**src/logic/riscvPkg.sv**
```systemverilog
package riscvPkg;

   localparam int wordSize = 32;
   localparam int regAddrBits = 5;

   // major opcodes
   localparam logic [6:0] opLoad = 7'b0000011;
   localparam logic [6:0] opStore = 7'b0100011;
   localparam logic [6:0] opRType = 7'b0110011;
   localparam logic [6:0] opIType = 7'b0010011;
   localparam logic [6:0] opBranch = 7'b1100011;
   localparam logic [6:0] opJal = 7'b1101111;

   // funct3 values for the ALU group
   localparam logic [2:0] f3AddSub = 3'b000;
   localparam logic [2:0] f3Sll = 3'b001;
   localparam logic [2:0] f3Slt = 3'b010;
   localparam logic [2:0] f3Xor = 3'b100;
   localparam logic [2:0] f3Srl = 3'b101;
   localparam logic [2:0] f3Or = 3'b110;
   localparam logic [2:0] f3And = 3'b111;
   // lb and sb share this funct3
   localparam logic [2:0] f3Byte = 3'b000;

   // ALU control for execute
   localparam logic [2:0] aluAdd = 3'b000;
   localparam logic [2:0] aluSub = 3'b001;
   localparam logic [2:0] aluAnd = 3'b010;
   localparam logic [2:0] aluOr = 3'b011;
   localparam logic [2:0] aluXor = 3'b100;
   localparam logic [2:0] aluSlt = 3'b101;
   localparam logic [2:0] aluSll = 3'b110;
   localparam logic [2:0] aluSrl = 3'b111;

   // result source in write-back
   localparam logic [1:0] resultAlu = 2'b00;
   localparam logic [1:0] resultMem = 2'b01;
   localparam logic [1:0] resultPc4 = 2'b10;

   // immediate format select
   localparam logic [1:0] immI = 2'b00;
   localparam logic [1:0] immS = 2'b01;
   localparam logic [1:0] immB = 2'b10;
   localparam logic [1:0] immJ = 2'b11;

   typedef struct packed {
      logic [6:0] funct7;
      logic [regAddrBits-1:0] rs2;
      logic [regAddrBits-1:0] rs1;
      logic [2:0] funct3;
      logic [regAddrBits-1:0] rd;
      logic [6:0] opcode;
   } rTypeFields;

   typedef struct packed {
      logic [11:0] imm;
      logic [regAddrBits-1:0] rs1;
      logic [2:0] funct3;
      logic [regAddrBits-1:0] rd;
      logic [6:0] opcode;
   } iTypeFields;

   typedef struct packed {
      logic [6:0] immHi;
      logic [regAddrBits-1:0] rs2;
      logic [regAddrBits-1:0] rs1;
      logic [2:0] funct3;
      logic [4:0] immLo;
      logic [6:0] opcode;
   } sTypeFields;

   typedef struct packed {
      logic imm12;
      logic [5:0] immHi;
      logic [regAddrBits-1:0] rs2;
      logic [regAddrBits-1:0] rs1;
      logic [2:0] funct3;
      logic [3:0] immLo;
      logic imm11;
      logic [6:0] opcode;
   } bTypeFields;

   // one fetched word, seen through each format
   typedef union packed {
      rTypeFields rType;
      iTypeFields iType;
      sTypeFields sType;
      bTypeFields bType;
   } instrWord;

endpackage
```
**src/logic/decodeTop.sv**
```systemverilog
`timescale 1ns/100ps

module decodeTop (
   input logic clk,
   input logic rst,
   input logic [riscvPkg::wordSize-1:0] instrD,
   input logic [riscvPkg::wordSize-1:0] pcD,
   input logic [riscvPkg::wordSize-1:0] pcPlus4D,
   input logic [riscvPkg::wordSize-1:0] resultW,
   input logic regWriteW,
   input logic [riscvPkg::regAddrBits-1:0] rdW,
   input logic takenBranchE,
   input logic holdE,
   output logic [riscvPkg::wordSize-1:0] rd1E,
   output logic [riscvPkg::wordSize-1:0] rd2E,
   output logic [riscvPkg::wordSize-1:0] pcE,
   output logic [riscvPkg::wordSize-1:0] pcPlus4E,
   output logic [riscvPkg::wordSize-1:0] immExtE,
   output logic [riscvPkg::regAddrBits-1:0] rs1E,
   output logic [riscvPkg::regAddrBits-1:0] rs2E,
   output logic [riscvPkg::regAddrBits-1:0] rdE,
   output logic regWriteE,
   output logic memWriteE,
   output logic jumpE,
   output logic branchE,
   output logic aluSrcE,
   output logic [1:0] resultSrcE,
   output logic [2:0] aluControlE,
   output logic byteAddressE,
   output logic readEnableE,
   output logic stallD,
   output logic [riscvPkg::regAddrBits-1:0] rs1D,
   output logic [riscvPkg::regAddrBits-1:0] rs2D
);

   // hazard decision back into the execute register
   logic flushE;

   decodeStage decode (
      .clk(clk),
      .rst(rst),
      .instrD(instrD),
      .pcD(pcD),
      .pcPlus4D(pcPlus4D),
      .resultW(resultW),
      .regWriteW(regWriteW),
      .rdW(rdW),
      .flushE(flushE),
      .holdE(holdE),
      .rd1E(rd1E),
      .rd2E(rd2E),
      .pcE(pcE),
      .pcPlus4E(pcPlus4E),
      .immExtE(immExtE),
      .rs1E(rs1E),
      .rs2E(rs2E),
      .rdE(rdE),
      .regWriteE(regWriteE),
      .memWriteE(memWriteE),
      .jumpE(jumpE),
      .branchE(branchE),
      .aluSrcE(aluSrcE),
      .resultSrcE(resultSrcE),
      .aluControlE(aluControlE),
      .byteAddressE(byteAddressE),
      .readEnableE(readEnableE),
      .rs1D(rs1D),
      .rs2D(rs2D)
   );

   hazardUnit hazard (
      .rs1D(rs1D),
      .rs2D(rs2D),
      .rdE(rdE),
      .resultSrcE(resultSrcE),
      .takenBranchE(takenBranchE),
      .stallD(stallD),
      .flushE(flushE)
   );

endmodule

```
**src/logic/decodeStage.sv**
```systemverilog
`timescale 1ns/100ps

module decodeStage (
   input logic clk,
   input logic rst,
   input riscvPkg::instrWord instrD,
   input logic [riscvPkg::wordSize-1:0] pcD,
   input logic [riscvPkg::wordSize-1:0] pcPlus4D,
   input logic [riscvPkg::wordSize-1:0] resultW,
   input logic regWriteW,
   input logic [riscvPkg::regAddrBits-1:0] rdW,
   input logic flushE,
   input logic holdE,
   output logic [riscvPkg::wordSize-1:0] rd1E,
   output logic [riscvPkg::wordSize-1:0] rd2E,
   output logic [riscvPkg::wordSize-1:0] pcE,
   output logic [riscvPkg::wordSize-1:0] pcPlus4E,
   output logic [riscvPkg::wordSize-1:0] immExtE,
   output logic [riscvPkg::regAddrBits-1:0] rs1E,
   output logic [riscvPkg::regAddrBits-1:0] rs2E,
   output logic [riscvPkg::regAddrBits-1:0] rdE,
   output logic regWriteE,
   output logic memWriteE,
   output logic jumpE,
   output logic branchE,
   output logic aluSrcE,
   output logic [1:0] resultSrcE,
   output logic [2:0] aluControlE,
   output logic byteAddressE,
   output logic readEnableE,
   output logic [riscvPkg::regAddrBits-1:0] rs1D,
   output logic [riscvPkg::regAddrBits-1:0] rs2D
);
   import riscvPkg::*;

   logic [wordSize-1:0] rd1D, rd2D, immExtD;
   logic regWriteD, memWriteD, jumpD, branchD, aluSrcD;
   logic byteAddressD, readEnableD;
   logic [1:0] resultSrcD, immSrcD;
   logic [2:0] aluControlD;

   // source numbers, also used by forwarding outside
   assign rs1D = instrD.rType.rs1;
   assign rs2D = instrD.rType.rs2;

   registerFile regFile (
      .clk(clk),
      .rst(rst),
      .addr1(instrD.rType.rs1),
      .addr2(instrD.rType.rs2),
      .addr3(rdW),
      .writeEnable(regWriteW),
      .writeData(resultW),
      .readData1(rd1D),
      .readData2(rd2D)
   );

   controlUnit ctrl (
      .op(instrD.rType.opcode),
      .funct3(instrD.rType.funct3),
      .funct7b5(instrD.rType.funct7[5]),
      .regWrite(regWriteD),
      .resultSrc(resultSrcD),
      .memWrite(memWriteD),
      .jump(jumpD),
      .branch(branchD),
      .aluControl(aluControlD),
      .aluSrc(aluSrcD),
      .immSrc(immSrcD),
      .byteAddress(byteAddressD),
      .readEnable(readEnableD)
   );

   immExtender ext (
      .instr(instrD),
      .immSrc(immSrcD),
      .immExt(immExtD)
   );

   // decode to execute register, flush beats hold
   always_ff @(posedge clk or posedge rst) begin
      if (rst) begin
         {rd1E, rd2E, pcE, pcPlus4E, immExtE, rs1E, rs2E, rdE} <= '0;
         {regWriteE, memWriteE, jumpE, branchE, aluSrcE} <= '0;
         {resultSrcE, aluControlE, byteAddressE, readEnableE} <= '0;
      end else if (flushE) begin
         // bubble, all controls inactive
         {rd1E, rd2E, pcE, pcPlus4E, immExtE, rs1E, rs2E, rdE} <= '0;
         {regWriteE, memWriteE, jumpE, branchE, aluSrcE} <= '0;
         {resultSrcE, aluControlE, byteAddressE, readEnableE} <= '0;
      end else if (!holdE) begin
         {rd1E, rd2E, pcE, pcPlus4E, immExtE} <= {rd1D, rd2D, pcD, pcPlus4D, immExtD};
         {rs1E, rs2E, rdE} <= {instrD.rType.rs1, instrD.rType.rs2, instrD.rType.rd};
         {regWriteE, memWriteE, jumpE, branchE, aluSrcE} <=
            {regWriteD, memWriteD, jumpD, branchD, aluSrcD};
         {resultSrcE, aluControlE, byteAddressE, readEnableE} <=
            {resultSrcD, aluControlD, byteAddressD, readEnableD};
      end
   end

endmodule

```
**src/logic/hazardUnit.sv**
```systemverilog
`timescale 1ns/100ps

module hazardUnit (
   input logic [riscvPkg::regAddrBits-1:0] rs1D,
   input logic [riscvPkg::regAddrBits-1:0] rs2D,
   input logic [riscvPkg::regAddrBits-1:0] rdE,
   input logic [1:0] resultSrcE,
   input logic takenBranchE,
   output logic stallD,
   output logic flushE
);
   import riscvPkg::*;

   logic loadInE;
   logic srcMatch;

   // the instruction in execute reads memory
   assign loadInE = (resultSrcE == resultMem);

   // x0 never creates a dependency
   assign srcMatch = (rdE != '0) && ((rdE == rs1D) || (rdE == rs2D));

   // load-use, hold decode one cycle
   assign stallD = loadInE && srcMatch;

   // bubble into execute on a stall or a redirect
   assign flushE = stallD || takenBranchE;

endmodule

```
**src/logic/registerFile.sv**
```systemverilog
`timescale 1ns/100ps

module registerFile (
   input logic clk,
   input logic rst,
   input logic [riscvPkg::regAddrBits-1:0] addr1,
   input logic [riscvPkg::regAddrBits-1:0] addr2,
   input logic [riscvPkg::regAddrBits-1:0] addr3,
   input logic writeEnable,
   input logic [riscvPkg::wordSize-1:0] writeData,
   output logic [riscvPkg::wordSize-1:0] readData1,
   output logic [riscvPkg::wordSize-1:0] readData2
);
   import riscvPkg::*;

   // x0 has no storage
   logic [wordSize-1:0] regs [1:31];
   logic writeHit;

   assign writeHit = writeEnable && (addr3 != '0);

   always_ff @(posedge clk or posedge rst) begin
      if (rst) begin
         for (int i = 1; i < 32; i++) begin
            regs[i] <= '0;
         end
      end else if (writeHit) begin
         regs[addr3] <= writeData;
      end
   end

   // zero for x0, bypass when the same register is written this cycle
   function automatic logic [wordSize-1:0] readPort(input logic [regAddrBits-1:0] addr);
      if (addr == '0) begin
         return '0;
      end else if (writeHit && (addr == addr3)) begin
         return writeData;
      end
      return regs[addr];
   endfunction

   always_comb readData1 = readPort(addr1);
   always_comb readData2 = readPort(addr2);

endmodule

```
**src/logic/immExtender.sv**
```systemverilog
`timescale 1ns/100ps

module immExtender (
   input riscvPkg::instrWord instr,
   input logic [1:0] immSrc,
   output logic [riscvPkg::wordSize-1:0] immExt
);
   import riscvPkg::*;

   always_comb begin
      case (immSrc)
         immI: begin
            immExt = {{20{instr.iType.imm[11]}}, instr.iType.imm};
         end
         immS: begin
            immExt = {{20{instr.sType.immHi[6]}}, instr.sType.immHi, instr.sType.immLo};
         end
         immB: begin
            immExt = {{20{instr.bType.imm12}}, instr.bType.imm11, instr.bType.immHi,
                      instr.bType.immLo, 1'b0};
         end
         default: begin
            // J format, imm[19:12] sits where rs1 and funct3 are
            immExt = {{12{instr.iType.imm[11]}}, instr.iType.rs1, instr.iType.funct3,
                      instr.iType.imm[0], instr.iType.imm[10:1], 1'b0};
         end
      endcase
   end

endmodule

```
**src/logic/controlUnit.sv**
```systemverilog
`timescale 1ns/100ps

module controlUnit (
   input logic [6:0] op,
   input logic [2:0] funct3,
   input logic funct7b5,
   output logic regWrite,
   output logic [1:0] resultSrc,
   output logic memWrite,
   output logic jump,
   output logic branch,
   output logic [2:0] aluControl,
   output logic aluSrc,
   output logic [1:0] immSrc,
   output logic byteAddress,
   output logic readEnable
);
   import riscvPkg::*;

   // set for R-type and I-type ALU ops
   logic functOp;

   // main decoder, unknown opcodes fall through to all zeros
   always_comb begin
      regWrite = 1'b0;
      resultSrc = resultAlu;
      memWrite = 1'b0;
      jump = 1'b0;
      branch = 1'b0;
      aluSrc = 1'b0;
      immSrc = immI;
      readEnable = 1'b0;
      functOp = 1'b0;
      case (op)
         opLoad: begin
            regWrite = 1'b1;
            resultSrc = resultMem;
            aluSrc = 1'b1;
            readEnable = 1'b1;
         end
         opStore: begin
            memWrite = 1'b1;
            aluSrc = 1'b1;
            immSrc = immS;
         end
         opRType: begin
            regWrite = 1'b1;
            functOp = 1'b1;
         end
         opIType: begin
            regWrite = 1'b1;
            aluSrc = 1'b1;
            functOp = 1'b1;
         end
         opBranch: begin
            branch = 1'b1;
            immSrc = immB;
         end
         opJal: begin
            regWrite = 1'b1;
            resultSrc = resultPc4;
            jump = 1'b1;
            immSrc = immJ;
         end
         default: ;
      endcase
   end

   // lb and sb only
   assign byteAddress = ((op == opLoad) || (op == opStore)) && (funct3 == f3Byte);

   // ALU decoder
   always_comb begin
      aluControl = aluAdd;
      if (branch) begin
         // beq compares by subtraction
         aluControl = aluSub;
      end else if (functOp) begin
         case (funct3)
            f3AddSub: aluControl = ((op == opRType) && funct7b5) ? aluSub : aluAdd;
            f3Sll: aluControl = aluSll;
            f3Slt: aluControl = aluSlt;
            f3Xor: aluControl = aluXor;
            f3Srl: aluControl = aluSrl;
            f3Or: aluControl = aluOr;
            f3And: aluControl = aluAnd;
            default: aluControl = aluAdd;
         endcase
      end
   end

endmodule

```
**config.mk**
```make
export PLATFORM = sky130hd
export DESIGN_NAME = decodeTop
export DESIGN_NICKNAME = d
export VERILOG_FILES = /design/src/logic/riscvPkg.sv /design/src/logic/decodeTop.sv /design/src/logic/decodeStage.sv /design/src/logic/hazardUnit.sv /design/src/logic/registerFile.sv /design/src/logic/immExtender.sv /design/src/logic/controlUnit.sv
export SDC_FILE = /design/constraint.sdc
export NUM_CORES = 2
export LEC_CHECK = 0
export BUFFER_PORTS_ARGS = -buffer_cell sky130_fd_sc_hd__clkbuf_2
export CORE_ASPECT_RATIO = 1.1
export CORE_UTILIZATION = 42
export DETAILED_ROUTE_END_ITERATION = 8
export GPL_TIMING_DRIVEN = 0
export MAX_ROUTING_LAYER = met4
export SYNTH_ARGS = -nofsm -noshare
export SYNTH_HDL_FRONTEND = slang
export SYNTH_HIERARCHICAL = 1
export SYNTH_SLANG_ARGS = --single-unit
```
**constraint.sdc**
```tcl
create_clock -name clk -period 33.8 [get_ports clk]
set_clock_uncertainty 0.1 [all_clocks]
set_input_delay 1.69 -clock clk [delete_from_list [all_inputs] [get_ports clk]]
set_output_delay 1.69 -clock clk [all_outputs]
set_load 0.005 [all_outputs]
```
==> impl_summary.md <==
Detailed routing
For this block, the routed nets add up to 244000 um of wire. The pre-antenna-repair detailed-routing pass consisted of 5 iterations. After the first detailed-routing iteration, the DRC count stood at 5831. After detailed routing, the number of vias per cell comes to 6.29. Once detail routing completed, the nets flagged for antenna violations numbered 0. In the routed design, unresolved DRC markers number 0. The detailed router placed 47.4k vias in this run.

In the final routed layout, each cell accounts on average for 32.3 um.

Yosys
After synthesis the netlist holds a flip-flop and latch count of 1179. The top cell type by total area after synthesis is dfrtp_1. The synthesized instance count is 5053. The cell area that synthesis handed to floorplanning was 60700 um2. Averaged over all synthesized cells, the footprint is 12.0 um2.

The share of cell area taken by muxes after synthesis is 0.285. Of the total synthesized cell area, the portion taken by XOR and XNOR cells is 0.00316. The number of distinct library cell variants in the gate-level netlist after synthesis is 60. The most used flip-flop cell after synthesis is dfrtp_1. Of the post-synthesis cell area, the dominant cell type holds 0.486. Of the total synthesized cell area, the portion taken by AND, OR, NAND and NOR gates is 0.0720.

Of the total synthesized cell area, the portion taken by full adders, half adders and majority gates is 0. The async set-reset flop share out of synthesis is 1.00. The number of nets handed over by synthesis was 5191. After synthesis, the largest family of logic cells by area is multiplexers.

The number of synthesized flops with an enable pin is 0. The number of warnings issued by yosys is 6. The complex-gate fraction of the synthesized area is 0.109. Yosys attributes the largest share of cell area to dfrtp_1 49%, mux4_2 14%, mux2_2 8.4%, mux2i_1 5.8%, o21ai_0 4.9%. The part of the Yosys area used for sequential elements is 0.486.

Power
The power density of the placed cells is 59.3 nW/um2. Overall power consumption after layout is estimated at 0.00411 W. For this design the static power due to leakage is 31.2 nW. The worst IR drop on VDD is 0.0563 mV.

CTS
The maximum clock insertion buffer count is 3. The number of setup buffers added after CTS is 0. The tree built by TritonCTS fans out to 1179 sinks. TritonCTS built the clock tree.

The number of hold buffers added after CTS is 0. The CTS buffer count is 133. After clock tree synthesis, the repair step resized 0 gates. Clock latency on the worst-skew pair, taken at its later pin, is 0.80 ns. The clock transition at the registers of the reported paths is 0.06 ns. The level count of the clock H-tree is 4. CTS placed an instance of clkbuf_16 at the clock tree root.

Floorplanning
The I/O pin total is 336. The die covers 146000 um2. For this configuration, the core starts out at a cell density of 0.425. The number of rows in the core area is 145.

The die width is 364 um. The placeable core region is 143000 um2. The die height is 401 um.

STA
The highest achievable clock rate is 0.185 GHz. The count of pins over their slew limit is 0. Of the available clock period, the critical path in the final layout requires 0.160. After layout, the worst setup slack is 28.38 ns. Setup repair after global routing left no endpoint under its margin. Measured against its own limit, the worst slew margin works out to 0.0135. The count of endpoints failing setup in the final report is 0. Hold timing on the final database bottoms out at a slack of 0.398 ns. The final hold violation count is 0. The worst path needs 5.42 ns of the cycle, external delays included. For the pin with the worst max-slew slack, the measured transition is 1.48 ns.

Placed design
The instance area at placement is 65000 um2. Buffers placed on the I/O ports in this run total 327. Timing analysis after detailed placement gives a worst setup slack of 27.91 ns. The last weighted congestion value of the routability-driven placer is 1.01. Detailed placement finished with a half-perimeter wire length of 184000 um.

Run status
The run finished with clean final reports.

Global routing
The all-layer global routing usage is 0.343. The number of global-route vias before repair is 46.9k. The total overflow left after global routing is 0. The initial antenna violation count came to 14. The first global-routing pass estimated 346000 um of wire.

The maximum number of pins on one net before global-route repair is 130.

Critical path
The highest fanout seen on the critical path is 10. The worst setup path is captured at a flip-flop. The worst setup path is of the in -> reg kind.

STA classifies the critical path startpoint as a primary input. The required time at the endpoint of the critical path is 34.41 ns. For the worst setup path, the data arrival time is 6.03 ns.

Cells and area
The most common library cell in the layout ignoring fill and taps is dfrtp_1. The finished cells cover 69400 um2. In the final layout, the share of cells above drive strength 1 is 0.293. The area growth from synthesis to layout is 14.4%. In the layout the commonest cells are 1179 x dfrtp_1, 696 x nand2_1, 590 x o21ai_0, 450 x mux2_2, 385 x mux4_2. The net count of the finished layout is 5662.

Min path
The min-delay analysis places its worst path in the category reg -> reg.

Run
The number of maximum-capacitance violations is 0.
## report_power, final
part / internal, W / switching (W)
registers: 0.00165 / 0.000187
clock network: 0.000861 / 0.000618
logic: 0.000386 / 0.000411
total: 0.00290 / 0.00122
## sequential cells by signal, summed over array words and instances (netlist names), 5 cells and up
signal / flops
decode/immExtE: 32
decode/pcE: 32
decode/pcPlus4E: 32
decode/rd1E: 32
decode/rd2E: 32
decode/rdE: 5
decode/regFile/regs: 992
decode/rs1E: 5
decode/rs2E: 5
## cells in the mapped netlist (33+ instances only)
cell type and n:
a211oi_1 33, a21oi_1 64, a221oi_1 62, a22o_1 34
a22oi_1 61, buf_2 109, buf_4 65, clkbuf_1 326
dfrtp_1 1179, inv_1 36, mux2_2 450, mux2i_1 350
mux4_2 385, nand2_1 696, nor2_1 213, o21ai_0 590
o221ai_1 33, or2_2 35
## layout make-up
cell class	instances	area [um2]
diodes	11	27.5
plain buffers	535	2540
clock buffers	204	4070
clock inverters	30	322
fillers	13000	73200
inverters	36	150
multi-input cells	3303	28500
flip-flops and latches	1179	29500
well taps	1911	2390
repair buffers	336	1880
## through the flow
stage / std cells / TNS [ns] / util
2_1_floorplan: 5053 / 0 / -
3_3_place_gp: 7291 / -7902.91 / 0.454
3_5_place_dp: 7300 / 0 / 0.456
4_1_cts: 7534 / 0 / 0.486
5_1_grt: 7543 / 0 / 0.487
6_report: 7545 / 0 / 0.487
## worst paths after layout
kind	startpoint	end	slack, ns	depth (start not counted)
worst max-delay path	instrD[22]	decode/rd2E[29]	28.38	8
worst min-delay path	decode/regFile/regs[101]	decode/regFile/regs[101]	0.40	2
worst max register to register	decode/rdE[2]	decode/rd2E[13]	30.65	8
worst min register to register	decode/regFile/regs[101]	decode/regFile/regs[101]	0.40	2
max in group asynchronous	rst	decode/regFile/regs[22]	30.84	4
min in group asynchronous	rst	decode/pcE[5]	0.97	2
## critical path, cell delays in order
cell and delay (ns):
clkbuf_2 0.37, buf_2 0.48, clkbuf_1 1.13, o31ai_1 0.50
clkbuf_1 0.46, o32ai_1 1.08, mux2i_1 0.16, nor2_1 0.12
## cells by family (layout without fill, tap and decap cells)
logic type,count (synthesis),after routing
AND/OR/NAND/NOR,1053,1053
multiplexers,1189,1189
AO/OA/AOI/OAI,1040,1040
flip-flops,1179,1179
buffers and inverters,571,1141
other,0,11
XOR/XNOR,21,21
## routing by layer
| layer | global-route usage | vias up | part of all wire |
|---|---|---|---|
| li1 | - | 19500 | - |
| met1 | 0.430 | 24500 | 0.38 |
| met2 | 0.499 | 2805 | 0.45 |
| met3 | 0.0867 | 661 | 0.10 |
| met4 | 0.205 | 0 | 0.068 |
| met5 | - | - | 0 |
Power figures use the tool's default switching activity.
